### config.mk
export PLATFORM = sky130hd
export DESIGN_NAME = commit_stage
export DESIGN_NICKNAME = d
export VERILOG_FILES = /design/src/logic/csr_pkg.sv /design/src/logic/commit_pkg.sv /design/src/logic/commit_csrs.sv /design/src/logic/commit_cu.sv /design/src/logic/commit_decoder.sv /design/src/logic/commit_stage.sv
export VERILOG_INCLUDE_DIRS = /design/src /design/src/logic
export SDC_FILE = /design/constraint.sdc
export NUM_CORES = 1
export LEC_CHECK = 0
export ABC_AREA = 1
export CAP_MARGIN = 30
export CORE_UTILIZATION = 59
export CTS_CLUSTER_DIAMETER = 60
export DETAILED_ROUTE_END_ITERATION = 6
export DONT_BUFFER_PORTS = 1
export GPL_ROUTABILITY_DRIVEN = 0
export HOLD_SLACK_MARGIN = 0.05
export MAX_ROUTING_LAYER = met4
export PLACE_DENSITY = 0.72
export SLEW_MARGIN = 0
export SYNTH_ARGS = -nofsm -noshare
export SYNTH_HDL_FRONTEND = slang
export SYNTH_SLANG_ARGS = --single-unit
export TNS_END_PERCENT = 50
### constraint.sdc
create_clock -name clk_i -period 2.8 [get_ports clk_i]
set_clock_uncertainty 0.05 [all_clocks]
set_input_delay 0 -clock clk_i [delete_from_list [all_inputs] [get_ports clk_i]]
set_output_delay 0 -clock clk_i [all_outputs]
set_load 0.1 [all_outputs]
### src/logic/commit_params.svh
/*
 * global widths of the commit stage
 * trap vector reset value
 */

`ifndef COMMIT_PARAMS_SVH_
`define COMMIT_PARAMS_SVH_

// data and address width
`define XLEN 32

// integer register index width
`define REG_ADDR_W 5

// trap handler base, mtvec is read-only here
`define MTVEC_RESET 32'h0000_0100

`endif

### src/logic/csr_pkg.sv
/*
 * machine-mode CSR types: addresses, exception codes,
 * write data select and the CSR write request
 */

`default_nettype none

package csr_pkg;

  // machine-mode CSR addresses
  typedef enum logic [11:0] {
    CSR_MTVEC  = 12'h305,
    CSR_MEPC   = 12'h341,
    CSR_MCAUSE = 12'h342,
    CSR_MTVAL  = 12'h343
  } csr_addr_t;

  // synchronous exception codes, mcause[3:0]
  typedef enum logic [3:0] {
    E_I_ADDR_MISALIGNED  = 4'd0,
    E_I_ACCESS_FAULT     = 4'd1,
    E_ILLEGAL_INSTR      = 4'd2,
    E_BREAKPOINT         = 4'd3,
    E_LD_ADDR_MISALIGNED = 4'd4,
    E_LD_ACCESS_FAULT    = 4'd5,
    E_ST_ADDR_MISALIGNED = 4'd6,
    E_ST_ACCESS_FAULT    = 4'd7,
    E_ECALL_M            = 4'd11
  } except_code_t;

  // source of the CSR write data
  typedef enum logic [2:0] {
    CSR_SEL_RES,     // instr result / faulting address
    CSR_SEL_PC,      // instr pc
    CSR_SEL_EXCEPT,  // exception code
    CSR_SEL_INSN,    // instr word
    CSR_SEL_ZERO
  } csr_sel_t;

  // write request from the commit cu
  typedef struct packed {
    logic      valid;
    csr_addr_t addr;   // also the read address
    csr_sel_t  sel;
  } csr_wr_t;

endpackage

`default_nettype wire

### src/logic/commit_pkg.sv
/*
 * commit types: commit type enum, rob head entry,
 * register file write port, front-end redirect
 */

`default_nettype none

`include "commit_params.svh"

package commit_pkg;

  typedef logic [`XLEN-1:0]       xlen_t;      // data, pc
  typedef logic [`REG_ADDR_W-1:0] reg_addr_t;  // rf index

  // classification of the head entry
  typedef enum logic [3:0] {
    COMM_TYPE_NONE,    // nothing to retire
    COMM_TYPE_INT_RF,  // alu result to rd
    COMM_TYPE_LOAD,
    COMM_TYPE_STORE,
    COMM_TYPE_JUMP,    // jal / jalr, link to rd
    COMM_TYPE_BRANCH,
    COMM_TYPE_CSR,     // csr read to rd
    COMM_TYPE_ECALL,
    COMM_TYPE_MRET,
    COMM_TYPE_EXCEPT,
    COMM_TYPE_OTHER    // fence, ebreak, wfi
  } comm_type_t;

  // rob head entry, also the commit register
  typedef struct packed {
    xlen_t                 instr;
    xlen_t                 pc;
    xlen_t                 result;          // alu result, target or fault address
    reg_addr_t             rd;
    logic                  res_ready;
    logic                  mispredict;
    logic                  except_raised;
    csr_pkg::except_code_t except_code;
  } rob_entry_t;

  // integer rf write port
  typedef struct packed {
    logic      we;
    reg_addr_t addr;
    xlen_t     data;
  } rf_wr_t;

  // front-end redirect
  typedef struct packed {
    logic  valid;
    xlen_t target;
  } fe_redirect_t;

endpackage

`default_nettype wire

### src/logic/commit_csrs.sv
/*
 * machine-mode CSRs: mepc, mcause, mtval,
 * constant mtvec, combinational read-out
 */

`timescale 1ns/1ps
`default_nettype none

`include "commit_params.svh"

module commit_csrs (
  input  logic                   clk_i,
  input  logic                   rst_n_i,
  input  csr_pkg::csr_wr_t       csr_wr_i,      // write req, addr is also read addr
  input  commit_pkg::rob_entry_t comm_entry_i,  // commit register
  output commit_pkg::xlen_t      csr_rdata_o
);

  import commit_pkg::*;
  import csr_pkg::*;

  xlen_t        mepc, mcause, mtval;
  xlen_t        wdata;
  except_code_t cause;

  // only ecall reaches the trap path without a raised exception
  assign cause = comm_entry_i.except_raised ? comm_entry_i.except_code : E_ECALL_M;

  always_comb begin : wdata_sel
    case (csr_wr_i.sel)
      CSR_SEL_RES:    wdata = comm_entry_i.result;  // fault address
      CSR_SEL_PC:     wdata = comm_entry_i.pc;
      CSR_SEL_EXCEPT: wdata = xlen_t'(cause);       // interrupt bit stays 0
      CSR_SEL_INSN:   wdata = comm_entry_i.instr;
      CSR_SEL_ZERO:   wdata = '0;
      default:        wdata = '0;
    endcase
  end

  always_ff @(posedge clk_i or negedge rst_n_i) begin : csr_upd
    if (!rst_n_i) begin
      mepc   <= '0;
      mcause <= '0;
      mtval  <= '0;
    end else if (csr_wr_i.valid) begin
      case (csr_wr_i.addr)
        CSR_MEPC:   mepc   <= wdata;
        CSR_MCAUSE: mcause <= wdata;
        CSR_MTVAL:  mtval  <= wdata;
        default: ;
      endcase
    end
  end

  // read port
  always_comb begin : csr_read
    case (csr_wr_i.addr)
      CSR_MEPC:   csr_rdata_o = mepc;
      CSR_MCAUSE: csr_rdata_o = mcause;
      CSR_MTVAL:  csr_rdata_o = mtval;
      CSR_MTVEC:  csr_rdata_o = `MTVEC_RESET;
      default:    csr_rdata_o = '0;  // unimplemented csr reads as zero
    endcase
  end

  a_mtvec_ro: assert property (@(posedge clk_i) disable iff (!rst_n_i)
    csr_wr_i.valid |-> (csr_wr_i.addr != CSR_MTVEC))
    else $error("write to read-only mtvec");

endmodule

`default_nettype wire

### src/logic/commit_cu.sv
/*
 * commit control unit: retirement FSM, commit register,
 * rf / store buffer / flush / redirect sequencing, CSR writes
 */

`timescale 1ns/1ps
`default_nettype none

module commit_cu (
  input  logic                     clk_i,
  input  logic                     rst_n_i,
  input  logic                     rob_valid_i,
  input  commit_pkg::rob_entry_t   rob_head_i,
  input  commit_pkg::comm_type_t   comm_type_i,   // from decoder
  output logic                     rob_ready_o,
  input  logic                     fe_ready_i,
  input  commit_pkg::xlen_t        csr_rdata_i,   // addressed csr
  output csr_pkg::csr_wr_t         csr_wr_o,
  output commit_pkg::rob_entry_t   comm_entry_o,  // commit register
  output commit_pkg::rf_wr_t       rf_wr_o,
  output logic                     sb_pop_o,
  output logic                     mis_flush_o,
  output logic                     except_flush_o,
  output commit_pkg::fe_redirect_t fe_redirect_o
);

  import commit_pkg::*;
  import csr_pkg::*;

  typedef enum logic [4:0] {
    RESET, IDLE,
    COMMIT_INT_RF, COMMIT_LOAD, COMMIT_STORE,
    COMMIT_JUMP, COMMIT_JUMP_MIS, COMMIT_BRANCH, COMMIT_BRANCH_MIS,
    COMMIT_CSR, COMMIT_OTHER,
    COMMIT_EXCEPT, EXCEPT_WRITE_CODE,                         // mepc, then mcause
    EXCEPT_SAVE_ADDR, EXCEPT_SAVE_INSTR, EXCEPT_CLEAR_MTVAL,  // mtval variants
    EXCEPT_LOAD_PC,                                           // jump to mtvec
    COMMIT_MRET, MRET_LOAD_PC,
    CLEAR_COMM_REG
  } cu_state_t;

  cu_state_t  curr_state, next_state, v_next_state;
  rob_entry_t comm_reg;
  logic       comm_reg_clr;
  xlen_t      link_addr;

  assign link_addr    = comm_reg.pc + xlen_t'(4);  // jal/jalr rd value
  assign comm_entry_o = comm_reg;

  // --------------------
  // next state on a valid head entry
  always_comb begin : valid_next_state
    case (comm_type_i)
      COMM_TYPE_INT_RF: v_next_state = COMMIT_INT_RF;
      COMM_TYPE_LOAD:   v_next_state = COMMIT_LOAD;
      COMM_TYPE_STORE:  v_next_state = COMMIT_STORE;
      COMM_TYPE_JUMP:   v_next_state = rob_head_i.mispredict ? COMMIT_JUMP_MIS : COMMIT_JUMP;
      COMM_TYPE_BRANCH: v_next_state = rob_head_i.mispredict ? COMMIT_BRANCH_MIS : COMMIT_BRANCH;
      COMM_TYPE_CSR:    v_next_state = COMMIT_CSR;
      COMM_TYPE_ECALL,
      COMM_TYPE_EXCEPT: v_next_state = COMMIT_EXCEPT;  // same trap sequence
      COMM_TYPE_MRET:   v_next_state = COMMIT_MRET;
      COMM_TYPE_OTHER:  v_next_state = COMMIT_OTHER;
      default:          v_next_state = IDLE;  // NONE, popped silently
    endcase
  end

  // --------------------
  // state progression
  always_comb begin : state_prog
    case (curr_state)
      RESET: next_state = IDLE;
      IDLE, COMMIT_INT_RF, COMMIT_LOAD, COMMIT_STORE,
      COMMIT_JUMP, COMMIT_BRANCH, COMMIT_OTHER:
        next_state = rob_valid_i ? v_next_state : IDLE;  // back-to-back retire
      COMMIT_JUMP_MIS, COMMIT_BRANCH_MIS,
      COMMIT_CSR, CLEAR_COMM_REG: next_state = IDLE;
      COMMIT_EXCEPT: next_state = EXCEPT_WRITE_CODE;
      EXCEPT_WRITE_CODE: begin
        if (!comm_reg.except_raised) begin
          next_state = EXCEPT_CLEAR_MTVAL;  // ecall, no mtval info
        end else begin
          case (comm_reg.except_code)
            E_I_ADDR_MISALIGNED, E_I_ACCESS_FAULT, E_BREAKPOINT,
            E_LD_ADDR_MISALIGNED, E_LD_ACCESS_FAULT,
            E_ST_ADDR_MISALIGNED, E_ST_ACCESS_FAULT: next_state = EXCEPT_SAVE_ADDR;
            E_ILLEGAL_INSTR:                         next_state = EXCEPT_SAVE_INSTR;
            default:                                 next_state = EXCEPT_CLEAR_MTVAL;
          endcase
        end
      end
      EXCEPT_SAVE_ADDR, EXCEPT_SAVE_INSTR,
      EXCEPT_CLEAR_MTVAL: next_state = EXCEPT_LOAD_PC;
      EXCEPT_LOAD_PC: next_state = fe_ready_i ? CLEAR_COMM_REG : EXCEPT_LOAD_PC;
      COMMIT_MRET:    next_state = MRET_LOAD_PC;
      MRET_LOAD_PC:   next_state = fe_ready_i ? IDLE : MRET_LOAD_PC;
      default:        next_state = RESET;
    endcase
  end

  // --------------------
  // outputs, decoded from state and commit register
  always_comb begin : out_eval
    rob_ready_o          = 1'b0;
    comm_reg_clr         = 1'b0;
    rf_wr_o.we           = 1'b0;
    rf_wr_o.addr         = comm_reg.rd;
    rf_wr_o.data         = comm_reg.result;
    sb_pop_o             = 1'b0;
    mis_flush_o          = 1'b0;
    except_flush_o       = 1'b0;
    fe_redirect_o.valid  = 1'b0;
    fe_redirect_o.target = comm_reg.result;  // corrected target on mispredict
    csr_wr_o.valid       = 1'b0;
    csr_wr_o.addr        = CSR_MEPC;
    csr_wr_o.sel         = CSR_SEL_RES;

    case (curr_state)
      IDLE, COMMIT_BRANCH, COMMIT_OTHER: rob_ready_o = 1'b1;
      COMMIT_INT_RF, COMMIT_LOAD: begin
        rob_ready_o = 1'b1;
        rf_wr_o.we  = 1'b1;  // result to rd
      end
      COMMIT_STORE: begin
        rob_ready_o = 1'b1;
        sb_pop_o    = 1'b1;
      end
      COMMIT_JUMP: begin
        rob_ready_o  = 1'b1;
        rf_wr_o.we   = 1'b1;
        rf_wr_o.data = link_addr;
      end
      COMMIT_JUMP_MIS: begin
        rf_wr_o.we          = 1'b1;
        rf_wr_o.data        = link_addr;
        mis_flush_o         = 1'b1;
        fe_redirect_o.valid = 1'b1;
        comm_reg_clr        = 1'b1;
      end
      COMMIT_BRANCH_MIS: begin
        mis_flush_o         = 1'b1;
        fe_redirect_o.valid = 1'b1;
        comm_reg_clr        = 1'b1;
      end
      COMMIT_CSR: begin
        csr_wr_o.addr = csr_addr_t'(comm_reg.instr[31:20]);  // read only
        rf_wr_o.we    = 1'b1;
        rf_wr_o.data  = csr_rdata_i;
      end
      COMMIT_EXCEPT: begin
        except_flush_o = 1'b1;
        csr_wr_o.valid = 1'b1;  // pc -> mepc
        csr_wr_o.sel   = CSR_SEL_PC;
      end
      EXCEPT_WRITE_CODE: begin
        csr_wr_o.valid = 1'b1;
        csr_wr_o.addr  = CSR_MCAUSE;
        csr_wr_o.sel   = CSR_SEL_EXCEPT;
      end
      EXCEPT_SAVE_ADDR, EXCEPT_SAVE_INSTR, EXCEPT_CLEAR_MTVAL: begin
        csr_wr_o.valid = 1'b1;
        csr_wr_o.addr  = CSR_MTVAL;
        if (curr_state == EXCEPT_SAVE_INSTR) csr_wr_o.sel = CSR_SEL_INSN;
        else if (curr_state == EXCEPT_CLEAR_MTVAL) csr_wr_o.sel = CSR_SEL_ZERO;
      end
      EXCEPT_LOAD_PC: begin
        csr_wr_o.addr        = CSR_MTVEC;  // handler base
        fe_redirect_o.valid  = 1'b1;
        fe_redirect_o.target = csr_rdata_i;
      end
      COMMIT_MRET: except_flush_o = 1'b1;
      MRET_LOAD_PC: begin
        fe_redirect_o.valid  = 1'b1;  // csr addr defaults to mepc
        fe_redirect_o.target = csr_rdata_i;
      end
      CLEAR_COMM_REG: comm_reg_clr = 1'b1;
      default: ;
    endcase
  end

  // --------------------
  // state and commit register
  always_ff @(posedge clk_i or negedge rst_n_i) begin : state_upd
    if (!rst_n_i) curr_state <= RESET;
    else curr_state <= next_state;
  end

  always_ff @(posedge clk_i or negedge rst_n_i) begin : comm_reg_upd
    if (!rst_n_i) comm_reg <= '0;
    else if (rob_valid_i && rob_ready_o) comm_reg <= rob_head_i;  // accept
    else if (comm_reg_clr) comm_reg <= '0;
  end

  // --------------------
  // rob only offers result-carrying entries once the result exists
  a_res_ready: assert property (@(posedge clk_i) disable iff (!rst_n_i)
    (rob_valid_i && comm_type_i inside {COMM_TYPE_INT_RF, COMM_TYPE_LOAD,
                                        COMM_TYPE_STORE, COMM_TYPE_CSR})
    |-> rob_head_i.res_ready)
    else $error("rob offered an entry whose result is not ready");

  a_no_redirect_idle: assert property (@(posedge clk_i) disable iff (!rst_n_i)
    (curr_state == IDLE) |-> !fe_redirect_o.valid)
    else $error("front-end redirect while idle");

  a_pop_xor_write: assert property (@(posedge clk_i) disable iff (!rst_n_i)
    !(sb_pop_o && rf_wr_o.we))
    else $error("store buffer pop together with an rf write");

endmodule

`default_nettype wire

### src/logic/commit_decoder.sv
/*
 * commit decoder: classifies the rob head entry
 * by opcode, funct3 and imm into a commit type
 */

`timescale 1ns/1ps
`default_nettype none

module commit_decoder (
  input  commit_pkg::xlen_t      instr_i,          // head instr word
  input  logic                   except_raised_i,  // exception flag from rob
  output commit_pkg::comm_type_t comm_type_o
);

  import commit_pkg::*;

  // rv32 opcode classes
  localparam logic [6:0] OPC_OP     = 7'b011_0011;
  localparam logic [6:0] OPC_OP_IMM = 7'b001_0011;
  localparam logic [6:0] OPC_LUI    = 7'b011_0111;
  localparam logic [6:0] OPC_AUIPC  = 7'b001_0111;
  localparam logic [6:0] OPC_LOAD   = 7'b000_0011;
  localparam logic [6:0] OPC_STORE  = 7'b010_0011;
  localparam logic [6:0] OPC_JAL    = 7'b110_1111;
  localparam logic [6:0] OPC_JALR   = 7'b110_0111;
  localparam logic [6:0] OPC_BRANCH = 7'b110_0011;
  localparam logic [6:0] OPC_SYSTEM = 7'b111_0011;

  // priv encodings in imm field
  localparam logic [11:0] IMM_ECALL = 12'h000;
  localparam logic [11:0] IMM_MRET  = 12'h302;

  logic [6:0]  opcode;
  logic [2:0]  funct3;
  logic [11:0] imm;

  assign opcode = instr_i[6:0];
  assign funct3 = instr_i[14:12];
  assign imm    = instr_i[31:20];

  always_comb begin : type_decode
    comm_type_o = COMM_TYPE_OTHER;  // fence, misc-mem and unknown
    if (except_raised_i) begin
      comm_type_o = COMM_TYPE_EXCEPT;  // exception wins over opcode
    end else if (opcode[1:0] != 2'b11) begin
      comm_type_o = COMM_TYPE_NONE;  // not a 32-bit encoding
    end else begin
      case (opcode)
        OPC_OP, OPC_OP_IMM, OPC_LUI, OPC_AUIPC: comm_type_o = COMM_TYPE_INT_RF;
        OPC_LOAD:                               comm_type_o = COMM_TYPE_LOAD;
        OPC_STORE:                              comm_type_o = COMM_TYPE_STORE;
        OPC_JAL, OPC_JALR:                      comm_type_o = COMM_TYPE_JUMP;
        OPC_BRANCH:                             comm_type_o = COMM_TYPE_BRANCH;
        OPC_SYSTEM: begin
          if (funct3 != 3'b000) comm_type_o = COMM_TYPE_CSR;    // csrr*
          else if (imm == IMM_ECALL) comm_type_o = COMM_TYPE_ECALL;
          else if (imm == IMM_MRET) comm_type_o = COMM_TYPE_MRET;
          else comm_type_o = COMM_TYPE_OTHER;  // ebreak, wfi
        end
        default: ;
      endcase
    end
  end

endmodule

`default_nettype wire

### src/logic/commit_stage.sv
/*
 * commit stage top: decoder, control unit and CSR block
 */

`timescale 1ns/1ps
`default_nettype none

module commit_stage (
  input  logic                     clk_i,
  input  logic                     rst_n_i,
  input  logic                     rob_valid_i,
  input  commit_pkg::rob_entry_t   rob_head_i,
  output logic                     rob_ready_o,
  input  logic                     fe_ready_i,
  output commit_pkg::rf_wr_t       rf_wr_o,
  output logic                     sb_pop_o,
  output logic                     mis_flush_o,
  output logic                     except_flush_o,
  output commit_pkg::fe_redirect_t fe_redirect_o
);

  import commit_pkg::*;
  import csr_pkg::*;

  comm_type_t comm_type;   // head classification
  csr_wr_t    csr_wr;      // cu -> csrs
  rob_entry_t comm_entry;  // commit register
  xlen_t      csr_rdata;

  commit_decoder u_decoder (
    .instr_i         (rob_head_i.instr),
    .except_raised_i (rob_head_i.except_raised),
    .comm_type_o     (comm_type)
  );

  commit_cu u_cu (
    .clk_i          (clk_i),
    .rst_n_i        (rst_n_i),
    .rob_valid_i    (rob_valid_i),
    .rob_head_i     (rob_head_i),
    .comm_type_i    (comm_type),
    .rob_ready_o    (rob_ready_o),
    .fe_ready_i     (fe_ready_i),
    .csr_rdata_i    (csr_rdata),
    .csr_wr_o       (csr_wr),
    .comm_entry_o   (comm_entry),
    .rf_wr_o        (rf_wr_o),
    .sb_pop_o       (sb_pop_o),
    .mis_flush_o    (mis_flush_o),
    .except_flush_o (except_flush_o),
    .fe_redirect_o  (fe_redirect_o)
  );

  commit_csrs u_csrs (
    .clk_i        (clk_i),
    .rst_n_i      (rst_n_i),
    .csr_wr_i     (csr_wr),
    .comm_entry_i (comm_entry),
    .csr_rdata_o  (csr_rdata)
  );

endmodule

`default_nettype wire

==> Word-level counts from Yosys, hierarchy flattened <==
Memory sizes are Yosys's and may differ from the RTL's.
Cells that the tools add are included.
{ "word_totals": {"reg_bits": 207, "romBits": 16, "n_memories": 1} }
{ "classes": {"addsub": 1, "n_eq_ne": 48, "muxes": 34, "n_reduce_logical": 23} }
{ "memory_table": {"columns": ["memory", "words", "width", "read_ports", "rd_ports_with_merged_regs", "wr", "line_no", "text"], "rows": [
  ["(name not given)", 8, 2, 1, 0, 0, "commit_cu.sv:83", "case (comm_reg.except_code)"]
]} }
{ "ops": {"columns": ["op", "n"], "rows": [
  ["$pmux 32 s4", 2],
  ["$mux 108", 2],
  ["$pmux 32 s2", 1],
  ["$eq 12x10->1 const B", 5],
  ["$pmux 12 s4", 1],
  ["$pmux 5 s9", 1],
  ["$eq 5x4->1 const B", 8],
  ["$pmux 5 s8", 1],
  ["$add 32x3->32 const B", 1],
  ["$mux 32", 1],
  ["$eq 7x7->1 const B", 4],
  ["$mux 4", 6],
  ["$pmux 4 s6", 1],
  ["$eq 7x6->1 const B", 3],
  ["$eq 5x3->1 const B", 4],
  ["$eq 5x5->1 const B", 4],
  ["$mux 5", 4],
  ["$eq 4x3->1 const B", 4],
  ["$reduce_or 5->1", 3],
  ["$eq 7x5->1 const B", 2],
  ["$eq 4x4->1 const B", 3],
  ["$logic_not 12->1", 1],
  ["$reduce_or 2->1", 6],
  ["$eq 5x2->1 const B", 2],
  ["other kinds (20)", 36]
]} }

==> Depth between registers and ports, before layout <==
Gate-level depths: netlist of run 1.
{ "logic_depth": {"ltp_word": 12, "ltp_mapped": 16, "mapped_depth_nobuf": 14} }

==> By module <==
A second synthesis of run 1 with hierarchy kept.
{ "unflattened": {"hier_cells": 1891, "area_unflattened_um2": 12605.8} }
{ "modules_own_cells": {"columns": ["mod", "instances", "cells_per_inst", "area_per_inst_um2", "seq_area_each_um2"], "rows": [
  ["commit_cu", 1, 1059, 7028.0, 2827.7],
  ["commit_csrs", 1, 772, 5301.3, 2402.3],
  ["commit_decoder", 1, 60, 276.5, 0.0]
]} }

==> Least setup slack after synthesis of run 1 <==
OpenSTA, ideal clock, no wires.
{ "synth_timing": {"path_kind": "register -> output", "startpoint": "register u_cu.curr_state[3]", "endpoint": "output port fe_redirect_o[8] (netlist name)", "arrival_time_ns": 3.657, "t_required_ns": 2.750, "setup_slack_ns": -0.907, "path_stages_with_launch": 12, "path_buffers": 0, "path_cell_list": "dfrtp_1 inv_1 nand2_1 nor2_1 nand2_1 nand3_1 a31oi_2 nor2_2 nand3_1 nand2_1 nor2_1 o21ai_0"} }
{ "synth_lines": {"columns": ["item", "line_no", "text"], "rows": [
  ["from (decl)", "commit_cu.sv:42", "cu_state_t curr_state, next_state, v_next_state;"],
  ["from (signal assigned)", "commit_cu.sv:185", "else curr_state <= next_state;"],
  ["to (decl)", "commit_stage.sv:19", "output commit_pkg::fe_redirect_t fe_redirect_o"]
]} }

==> impl_metrics.json, run 1 <==
{
  "run_status": "complete, but fails checks",
  "failed_checks": "design-rule violations, negative hold slack, negative setup slack",
  "min_period_ns": 3.12,
  "post-route-drc-count": 117,
  "grt_antenna_before_repair": 2,
  "clk-insertion-delay-late_ns": 0.52,
  "fmax_mhz": 321,
  "worstReg2RegStart": "u_cu.curr_state[0]$_DFF_PN0_",
  "synthesis.yosys.warnings": 0,
  "total_routing_usage_gr": 0.469,
  "yosys.cell_count.top_type": "nand2_1",
  "post_synth_inst_count": 1584,
  "mux_share_of_post_synthesis_cell_area": 0,
  "avgViaCountPerCell": 6.72,
  "rsz0062_at_grt": "true",
  "total_of_flip_flops_plus_latches_after_synthesis": 207,
  "grt_pass1_wl_um": 69900,
  "share_of_the_synthesized_netlist_area_taken_by_xor_and_xnor_gates": 0.000771,
  "worst_slack_ns": -0.316,
  "die-area_um2": 19800,
  "synth_compound_gate_area_share": 0.137,
  "utilization": 0.902,
  "power.leakage_uw": 0.00782,
  "basic_gate_share_of_the_synthesized_area_counting_and_or_nand_and_nor_cells": 0.310,
  "async_set_or_reset_register_ratio_after_synthesis": 1.00,
  "io_buffers": 0,
  "worst-slew-pin-transition_ns": 0.736,
  "synth.top_cells.by_count": "nand2_1 (412), nand3_1 (226), dfrtp_1 (207)",
  "timing.setup.critical_path_class": "flop to primary output",
  "cts_root_buffer": "clkbuf_16",
  "cp_data_required_time_ns": 2.75,
  "synthesis.area_per_instance_um2": 7.17,
  "detailedRoute.firstIterationViolations": 2504,
  "clock_power_share": 0.135,
  "final_layout_size_suffix_gt1_frac": 0.195,
  "clock-sinks": 207,
  "drt.antenna.violating_nets": 0,
  "h-tree-depth": 1,
  "yosys.cell_types.count": 44,
  "internal-power_uw": 10500,
  "n_fill_cell": 745,
  "cts_hold_buf": 210,
  "synth_sequential_area_ratio": 0.456,
  "synth_fa_ha_area_frac": 0.00110,
  "row_count": 50,
  "final_setup_violations": 64,
  "synth-edff-count": 0,
  "ir_worst_vdd_v": 0.00155,
  "routed_wire_length_per_instance_um": 24.8,
  "swShare": 0.528,
  "wirelength_um": 52700,
  "grt_max_degree": 208,
  "mappedNetlistNets": 1697,
  "post-synth-top-area-fraction": 0.456,
  "syn-cell-area_um2": 11400,
  "timing.hold.ws_ns": -0.871,
  "share_seq_of_total_power": 0.226,
  "overflow": 0,
  "syn_to_final_growth_pct": 49.0,
  "post-route-period-util": 1.11,
  "number_of_global_route_vias_before_repair": 13100,
  "dominant_combinational_cell_family_by_area_after_synthesis": "simple AND/OR/NAND/NOR gates",
  "first_pass_iters": 7,
  "hp-class": "input port to async pin",
  "share_comb_of_total_power": 0.639,
  "fp.coreArea_um2": 18800,
  "crit_path_end_kind": "primary output",
  "tritoncts_clock_tree": "done",
  "synth_top_cell_by_area": "dfrtp_1",
  "netlist_top_cells_area": "dfrtp_1 (46%), nand2_1 (14%), nand3_1 (10%)",
  "num-nets-final": 1986,
  "critPathLaunchType": "flop",
  "pin_count": 187,
  "drv_slew": 0,
  "routed-via-count": 14300,
  "critical_path.max_fanout": 9,
  "finalHoldViolations": 207,
  "detailedPlacementHpwl_um": 24100,
  "power_density_nw_per_um2": 1320,
  "clk_pin_slew_ns": 0.06,
  "numCtsBuffers": 23,
  "initial_utilization": 0.605,
  "drv_cap": 0,
  "power_uw": 22300,
  "slew_headroom": 0.509,
  "crit_start": "u_cu.curr_state[2]$_DFF_PN0_",
  "fp.dieW_um": 141,
  "cts_max_path_buffers": 3,
  "synth_ff_type": "dfrtp_1",
  "cp_data_arrival_time_ns": 3.07,
  "dieHeight_um": 141,
  "total_switching_power_uw": 11800
}
==> flip-flops by register name, summed over array words and instances (netlist names) <==
register           cells
u_csrs.mcause         32
u_csrs.mepc           32
u_csrs.mtval          32
u_cu.comm_entry_o    106
u_cu.curr_state        5
==> metal layers <==
layer,vias up,wire length [um],global-route usage
met4,0,5030,0.220
met2,1513,23000,0.736
met3,538,8210,0.106
met5,-,0,-
met1,6474,16500,0.578
li1,5751,-,-
==> what timing repair did <==
action / 4_1_cts / 5_1_grt
gates resized for setup: 47 / 129
cloned: 1 / 8
setup buffers: 13 / 8
pin swaps: 7 / 46
endpoints found under the setup margin: 64 / 96
endpoints found under the hold margin: 318 / 207
==> worst max-delay path, cell delays in order, from the launching register on <==
cell	delay, ns
dfrtp_1	0.43
inv_2	0.13
nand2_2	0.08
inv_2	0.09
nand3_4	0.18
o21ai_4	0.27
nand3_4	0.14
nor2_4	0.14
buf_4	0.22
nand3_1	0.10
nand2_1	0.08
nor2_1	0.07
o21ai_2	0.39
buf_12	0.24
==> worst paths after layout <==
check | endpoint | cells after the start | slack, ns
worst max register to register | u_cu.comm_entry_o[107]$_DFFE_PN0P_ | 11 | 0.01
worst max-delay path | fe_redirect_o[8] | 13 | -0.32
worst min register to register | u_csrs.mcause[8]$_DFFE_PN0P_ | 2 | 0.45
worst min-delay path | u_csrs.mcause[11]$_DFFE_PN0P_ | 0 | -0.87
min in group clk_i | u_cu.comm_entry_o[89]$_DFFE_PN0P_ | 3 | 0.11
max in group asynchronous | u_cu.comm_entry_o[107]$_DFFE_PN0P_ | 0 | 3.27
==> metrics by stage <==
stage	cell area [um^2]	hold slack, ns	setup WS, ns	setup TNS, ns	std cells
4_1_cts	16200	-0.864	0.00538	0	2105
3_3_place_gp	13100	-0.339	0.260	0	1841
3_5_place_dp	13100	-0.338	0.202	0	1842
2_1_floorplan	11400	-0.346	-0.302	-2.69	1584
5_1_grt	16900	-0.877	-0.328	-13.25	2123
6_report	16900	-0.871	-0.316	-10.66	2123
==> layout by cell type, fill, tap and decap left out, drive strengths merged, types with 2 or more instances in the layout <==
cell type / count
nand2: 413
a31oi: 8
clkinvlp: 2
inv: 183
diode: 2
nand4: 8
a21oi: 53
buf: 136
nor4: 5
o22ai: 13
nor2: 123
dlygate4sd3: 209
nand3: 229
a41oi: 10
clkbuf: 41
o21ai: 191
dfrtp: 207
o32ai: 4
nor3: 22
or2: 9
and2: 3
clkinv: 4
==> final cells by class <==
class | instances | area (um^2) | share of cell area
multi-input cells | 1104 | 5740 | 0.339
clock inverters | 5 | 52.6 | 0.00311
clock buffers | 34 | 657 | 0.0388
repair buffers | 352 | 4280 | 0.253
well taps | 234 | 293 | 0.0173
inverters | 185 | 706 | 0.0417
flip-flops and latches | 207 | 5180 | 0.306
diodes | 2 | 5.00 | 0.000296
==> power by group through the flow <==
| stage | combinational, uW | clock [uW] | sequential (uW) |
|---|---|---|---|
| detailed placement | 11500 | 0 | 4850 |
| finish | 14200 | 3000 | 5050 |
| CTS | 12500 | 2920 | 4810 |
| global route | 14600 | 3080 | 5100 |
| global placement | 11300 | 0 | 4810 |
| floorplan | 7790 | 0 | 4630 |
==> logic make-up (layout without fill, tap and decap cells) <==
kind of cell / Yosys count / count (layout)
other: 0 / 2
and+or+nand+nor: 815 / 815
DFF: 207 / 207
adders and majority gates: 1 / 1
buffers and inverters: 273 / 576
xor gates and xnor gates: 1 / 1
AOI/OAI and AO/OA: 287 / 287
No activity file was read; power rests on OpenSTA's default activity.
==> run 2, diff against run 1 <==
--- a/config.mk
+++ b/config.mk
@@ -8,14 +8,14 @@
 export LEC_CHECK = 0
 export ABC_AREA = 1
 export CAP_MARGIN = 30
-export CORE_UTILIZATION = 59
+export CORE_UTILIZATION = 39
 export CTS_CLUSTER_DIAMETER = 60
 export DETAILED_ROUTE_END_ITERATION = 6
 export DONT_BUFFER_PORTS = 1
 export GPL_ROUTABILITY_DRIVEN = 0
 export HOLD_SLACK_MARGIN = 0.05
 export MAX_ROUTING_LAYER = met4
-export PLACE_DENSITY = 0.72
+export PLACE_DENSITY = 0.5
 export SLEW_MARGIN = 0
 export SYNTH_ARGS = -nofsm -noshare
 export SYNTH_HDL_FRONTEND = slang
==> run 2 against run 1 <==
- the flow finishes with violations (negative hold slack)
- wire length shrank 16%
- final cell count grew 8.4%
- critical path depth grew 2
- flip-flop and latch count is the same
- worst hold slack lost 0.020 ns
==> impl_metrics.json, run 2 (synthesis results as in run 1) <==
{
  "ir_worst_vdd_v": 0.00123,
  "max_ffs_per_register": 106,
  "grt_antenna_before_repair": 0,
  "critical_path.reg2reg.endpoint": "u_cu.comm_entry_o[81]$_DFFE_PN0P_",
  "min_period_ns": 2.80,
  "worst_slack_ns": 0.00382,
  "overflow": 0,
  "crit_path_end_kind": "primary output",
  "tritoncts_clock_tree": "done",
  "layout.cells.most_common_list": "nand2_1 (308), dlygate4sd3_1 (213), dfrtp_1 (202)",
  "num_antenna_cells": 0,
  "avgViaCountPerCell": 5.32,
  "final_setup_violations": 0,
  "run_status": "complete, but fails checks",
  "cp_data_required_time_ns": 2.75,
  "power.leakage_uw": 0.00803,
  "row_count": 62,
  "syn_to_final_growth_pct": 54.9,
  "timing.setup.critical_path_class": "flop to primary output",
  "timing.hold.ws_ns": -0.891,
  "grt_max_degree": 208,
  "numCtsBuffers": 28,
  "area_of_combinational_cells_with_multiple_inputs_um2": 5790,
  "drv_slew": 0,
  "drv_cap": 0,
  "final_layout_size_suffix_gt1_frac": 0.219,
  "cts_hold_buf": 214,
  "final_design_area_no_fill_um2": 17600,
  "cts_root_buffer": "clkbuf_16",
  "fp.coreArea_um2": 28700,
  "finalHoldViolations": 207,
  "n_fill_cell": 2533,
  "initial_utilization": 0.396,
  "rsz0062_at_grt": "true",
  "rr_worst_depth": 9,
  "regToRegSetupSlack_ns": 0.10,
  "pin_count": 187,
  "routed_wire_length_per_instance_um": 19.2,
  "h-tree-depth": 1,
  "critPathLaunchType": "flop",
  "fp.dieW_um": 173,
  "routed-via-count": 12200,
  "dieHeight_um": 173,
  "seq_area_um2": 5190,
  "drt.antenna.violating_nets": 0,
  "post-route-period-util": 0.999,
  "number_of_global_route_vias_before_repair": 12200,
  "clk_pin_slew_ns": 0.06,
  "detailedPlacementHpwl_um": 27300,
  "pre_cts_ws_ns": 0.219,
  "first_pass_iters": 5,
  "timing.critical_path.slowest_stage_cell": "dfrtp_1",
  "worst-slew-pin-transition_ns": 1.03,
  "clk-insertion-delay-late_ns": 0.53,
  "layout_commonest_cell": "nand2_1",
  "cts_max_path_buffers": 3,
  "worst_path_most_repeated_cell": "nand2_2",
  "die-area_um2": 29800,
  "cp_data_arrival_time_ns": 2.75,
  "placement.cell_area_um2": 13400,
  "slew_headroom": 0.312,
  "wirelength_um": 44200,
  "chain_of_cells_forming_the_critical_path": "inv_2 -> nand2_2 -> inv_2 -> nand3_4 -> buf_6 -> o21ai_4 -> nand3_4 -> nor2_4 -> and2_4 -> clkbuf_16 -> nand2_2 -> nand3_2 -> nand2_1 -> nand2_2 -> buf_12",
  "grt_pass1_wl_um": 68400,
  "worst_path_largest_cell_delay_ns": 0.38,
  "total_routing_usage_gr": 0.301,
  "critical_path.max_fanout": 6,
  "post-route-drc-count": 0,
  "num-nets-final": 2011,
  "clock-sinks": 207,
  "fmax_mhz": 358,
  "failed_checks": "negative hold slack",
  "detailedRoute.firstIterationViolations": 1077,
  "hp-class": "input port to async pin",
  "power_density_nw_per_um2": 1260,
  "io_buffers": 0,
  "worstReg2RegStart": "u_cu.curr_state[0]$_DFF_PN0_"
}
==> run 2: repair_timing <==
item,CTS,global route
hold endpoints to repair,318,207
setup endpoints to repair,64,69
resized for setup,71,128
pin swaps,11,61
gates cloned,3,3
setup buffers,18,17
==> run 2: how the worst max path moves through the flow <==
| stage | slack [ns] | to | startpoint |
|---|---|---|---|
| after global placement | 0.26 | fe_redirect_o[7] | u_cu.curr_state[4]$_DFF_PN0_ |
| after detailed placement | 0.22 | fe_redirect_o[7] | u_cu.curr_state[3]$_DFF_PN0_ |
| final | 0.004 | fe_redirect_o[13] | u_cu.curr_state[2]$_DFF_PN0_ |
| after CTS | 0.0008 | fe_redirect_o[11] | u_cu.curr_state[2]$_DFF_PN0_ |
| after floorplan | -0.30 | fe_redirect_o[31] | u_cu.curr_state[3]$_DFF_PN0_ |
| after global routing | -0.11 | rf_wr_o[3] | u_cu.curr_state[2]$_DFF_PN0_ |
==> run 2: per-stage QoR <==
step | total power [uW] | instances | util | hold slack [ns] | TNS [ns]
final | 22100 | 2301 | 0.613 | -0.891 | 0
after global routing | 23100 | 2301 | 0.613 | -0.910 | -3.70
after CTS | 21800 | 2281 | 0.591 | -0.895 | 0
after detailed placement | 16700 | 1997 | 0.467 | -0.334 | 0
after global placement | 16600 | 1997 | 0.467 | -0.332 | 0
after floorplan | 12400 | 1584 | - | -0.346 | -2.69
==> run 2: metal layers <==
metal	wire length, um	track usage	vias to the layer above
met5	0	-	-
met4	1320	0.0929	0
met3	3080	0.0508	87
met2	20300	0.468	475
met1	19500	0.403	5861
li1	-	-	5822
==> run 2: critical path, delay by kind of cell (launching register included) <==
| family | cells | cell delay [ns] |
|---|---|---|
| and+or+nand+nor | 9 | 0.96 |
| buffers and inverters | 5 | 0.69 |
| DFF | 1 | 0.38 |
| AOI/OAI and AO/OA | 1 | 0.17 |
==> run 2: power by group <==
group	switching [uW]	leakage, uW	internal [uW]
clock	1380	0.000484	2380
sequential	802	0.00271	4060
combinational	8700	0.00484	4790
==> run 2: layout make-up <==
class,count,area share
Sequential cell,207,0.295
Clock inverter,11,0.00967
Multi-Input combinational cell,1104,0.329
Timing Repair Buffer,372,0.253
Inverter,185,0.0403
Tap cell,384,0.0273
Clock buffer,38,0.0460
==> run 3, diff against run 2 <==
==> constraint.sdc (replaced) <==
create_clock -name clk_i -period 2.8 [get_ports clk_i]
set_clock_uncertainty 0.05 [all_clocks]
set_input_delay 0 -clock clk_i [delete_from_list [all_inputs] [get_ports clk_i]]
set_output_delay 0 -clock clk_i [all_outputs]
set_load 0.02 [all_outputs]
==> run 3 against run 2 <==
- the flow still finishes with violations (negative hold slack)
- setup slack improved by 0.023 ns
- sequential share of layout area up 3.8 points
- combinational power is 44% lower
- flip-flop and latch count did not move
- clock power shrank 7.4%
- sequential power up 1%
- fmax up 0.81%
- global-route usage fell by 0.73 points
- first-iteration DRC count is 3.7% lower
- clock-buffer cell count shrank 1
- wire length fell by 1.5%
- critical path type unchanged
- largest power group unchanged
==> impl_metrics.json, run 3 (synthesis results as in run 1) <==
{
  "cts_max_path_buffers": 3,
  "grt_most_used_layer": "met2",
  "wirelength_um": 43600,
  "io_buffers": 0,
  "power_density_nw_per_um2": 1030,
  "row_count": 62,
  "critical_path.max_fanout": 9,
  "final_layout_size_suffix_gt1_frac": 0.146,
  "placement.cell_area_um2": 12000,
  "gr-usage-met2": 0.461,
  "run_status": "complete, but fails checks",
  "grt.met1_usage": 0.392,
  "grt_antenna_before_repair": 3,
  "rsz0062_at_grt": "true",
  "num-nets-final": 1921,
  "finalHoldViolations": 207,
  "max_ffs_per_register": 106,
  "avgViaCountPerCell": 5.33,
  "layout.cells.most_common_list": "nand2_1 (352), nand3_1 (206), dlygate4sd3_1 (204), dfrtp_1 (204), inv_1 (173)",
  "numCtsBuffers": 26,
  "final_setup_violations": 0,
  "worstReg2RegStart": "u_cu.curr_state[0]$_DFF_PN0_",
  "pin_count": 187,
  "number_of_global_route_vias_before_repair": 11800,
  "fp.coreArea_um2": 28700,
  "post-route-period-util": 0.991,
  "failed_checks": "negative hold slack",
  "regToRegSetupSlack_ns": 0.03,
  "timing.setup.critical_path_class": "flop to primary output",
  "routed-via-count": 11800,
  "h-tree-depth": 1,
  "fp.dieW_um": 173,
  "critical_path.reg2reg.endpoint": "u_cu.comm_entry_o[79]$_DFFE_PN0P_",
  "cts_root_buffer": "clkbuf_16",
  "post-place-cells": 1936,
  "timing.hold.ws_ns": -0.891,
  "initial_utilization": 0.396,
  "post-route-drc-count": 0,
  "clock-sinks": 207,
  "clk-insertion-delay-late_ns": 0.54,
  "dieHeight_um": 173,
  "drv_cap": 0,
  "critPathLaunchType": "flop",
  "clk_pin_slew_ns": 0.06,
  "grt_max_degree": 208,
  "worst-slew-pin-transition_ns": 1.01,
  "cp_data_arrival_time_ns": 2.72,
  "cts_hold_buf": 204,
  "overflow": 0,
  "first_pass_iters": 5,
  "groute.layer.met3.usage": 0.0460,
  "die-area_um2": 29800,
  "cp_data_required_time_ns": 2.75,
  "detailedRoute.firstIterationViolations": 1037,
  "grt_pass1_wl_um": 66700,
  "ir_worst_vdd_v": 0.00122,
  "drt.antenna.violating_nets": 0,
  "fin_cells": 2215,
  "tritoncts_clock_tree": "done",
  "detailedPlacementHpwl_um": 27600,
  "total_routing_usage_gr": 0.294,
  "n_fill_cell": 2846,
  "slew_headroom": 0.327,
  "syn_to_final_growth_pct": 37.3,
  "final_design_area_no_fill_um2": 15600,
  "hp-class": "input port to async pin",
  "crit_path_end_kind": "primary output",
  "fmax_mhz": 361,
  "power.leakage_uw": 0.00710,
  "drv_slew": 0,
  "min_period_ns": 2.77,
  "layout_commonest_cell": "nand2_1",
  "routed_wire_length_per_instance_um": 19.7,
  "rr_worst_depth": 10
}
[run 3: cell types whose count changed in the layout (fill, tap and decap cells not counted), moves of 6 or more]
| cell | previous run | this run |
|---|---|---|
| dlygate4sd3_1 | 213 | 204 |
| nand2_1 | 308 | 352 |
| nand3_1 | 194 | 206 |
| buf_4 | 71 | 65 |
| nand2_2 | 97 | 54 |
| o21ai_0 | 110 | 117 |
| buf_12 | 78 | 4 |
| nand3_2 | 31 | 21 |
| o21ai_2 | 11 | 3 |
[run 3: final cells by class]
| cell class | instances | area [um^2] | share of cell area |
|---|---|---|---|
| flip-flops and latches | 207 | 5180 | 0.332 |
| clock buffers | 37 | 773 | 0.0496 |
| diodes | 3 | 7.51 | 0.000482 |
| well taps | 384 | 480 | 0.0308 |
| multi-input cells | 1105 | 5560 | 0.357 |
| inverters | 185 | 709 | 0.0455 |
| repair buffers | 283 | 2750 | 0.177 |
| clock inverters | 11 | 123 | 0.00786 |
[run 3: how the worst max path moves through the flow]
| stage | start | to | slack [ns] | cells after the start |
|---|---|---|---|---|
| floorplan | u_cu.curr_state[4]$_DFF_PN0_ | rf_wr_o[0] | 0.64 | 12 |
| global placement | u_cu.curr_state[0]$_DFF_PN0_ | fe_redirect_o[1] | 0.29 | 14 |
| detailed placement | u_cu.curr_state[0]$_DFF_PN0_ | fe_redirect_o[3] | 0.21 | 12 |
| CTS | u_cu.curr_state[3]$_DFF_PN0_ | fe_redirect_o[8] | -0.04 | 14 |
| global route | u_cu.curr_state[2]$_DFF_PN0_ | fe_redirect_o[17] | -0.09 | 13 |
| finish | u_cu.curr_state[2]$_DFF_PN0_ | fe_redirect_o[8] | 0.03 | 14 |
[run 3: per-stage QoR]
step / TNS [ns] / utilization / total power, uW / setup WS (ns)
2_1_floorplan: 0 / - / 9030 / 0.642
3_3_place_gp: 0 / 0.417 / 10800 / 0.291
3_5_place_dp: 0 / 0.417 / 10900 / 0.214
4_1_cts: -0.430 / 0.524 / 15300 / -0.0387
5_1_grt: -2.08 / 0.543 / 16900 / -0.0886
6_report: 0 / 0.543 / 16000 / 0.0263
[run 3: per-layer routing]
layer | vias up | share of wire
met2 | 441 | 0.45
li1 | 5635 | -
met5 | - | 0
met3 | 80 | 0.069
met4 | 0 | 0.030
met1 | 5659 | 0.45
[run 3: what timing repair did]
action / 4_1_cts / 5_1_grt
hold endpoints to repair: 318 / 207
setup buffers: 9 / 11
setup endpoints to repair: 64 / 64
pin swaps: 5 / 27
gates cloned: 0 / 4
gates resized for setup: 30 / 105
[run 3: power by group]
part | internal, uW | switching, uW
Clock | 2110 | 1360
Combinational | 2800 | 4800
Sequential | 4060 | 858
Total | 8970 | 7020
[run 3: critical path, cell delays in order (launching register included)]
cell,delay (ns)
dfrtp_1,0.41
inv_2,0.12
nand2_2,0.09
inv_4,0.09
nand3_4,0.15
o21ai_4,0.22
nand3_4,0.13
nor2_4,0.15
buf_4,0.19
nand3_1,0.10
nand2_1,0.09
nor2_2,0.05
o21ai_1,0.13
buf_4,0.15
buf_4,0.13
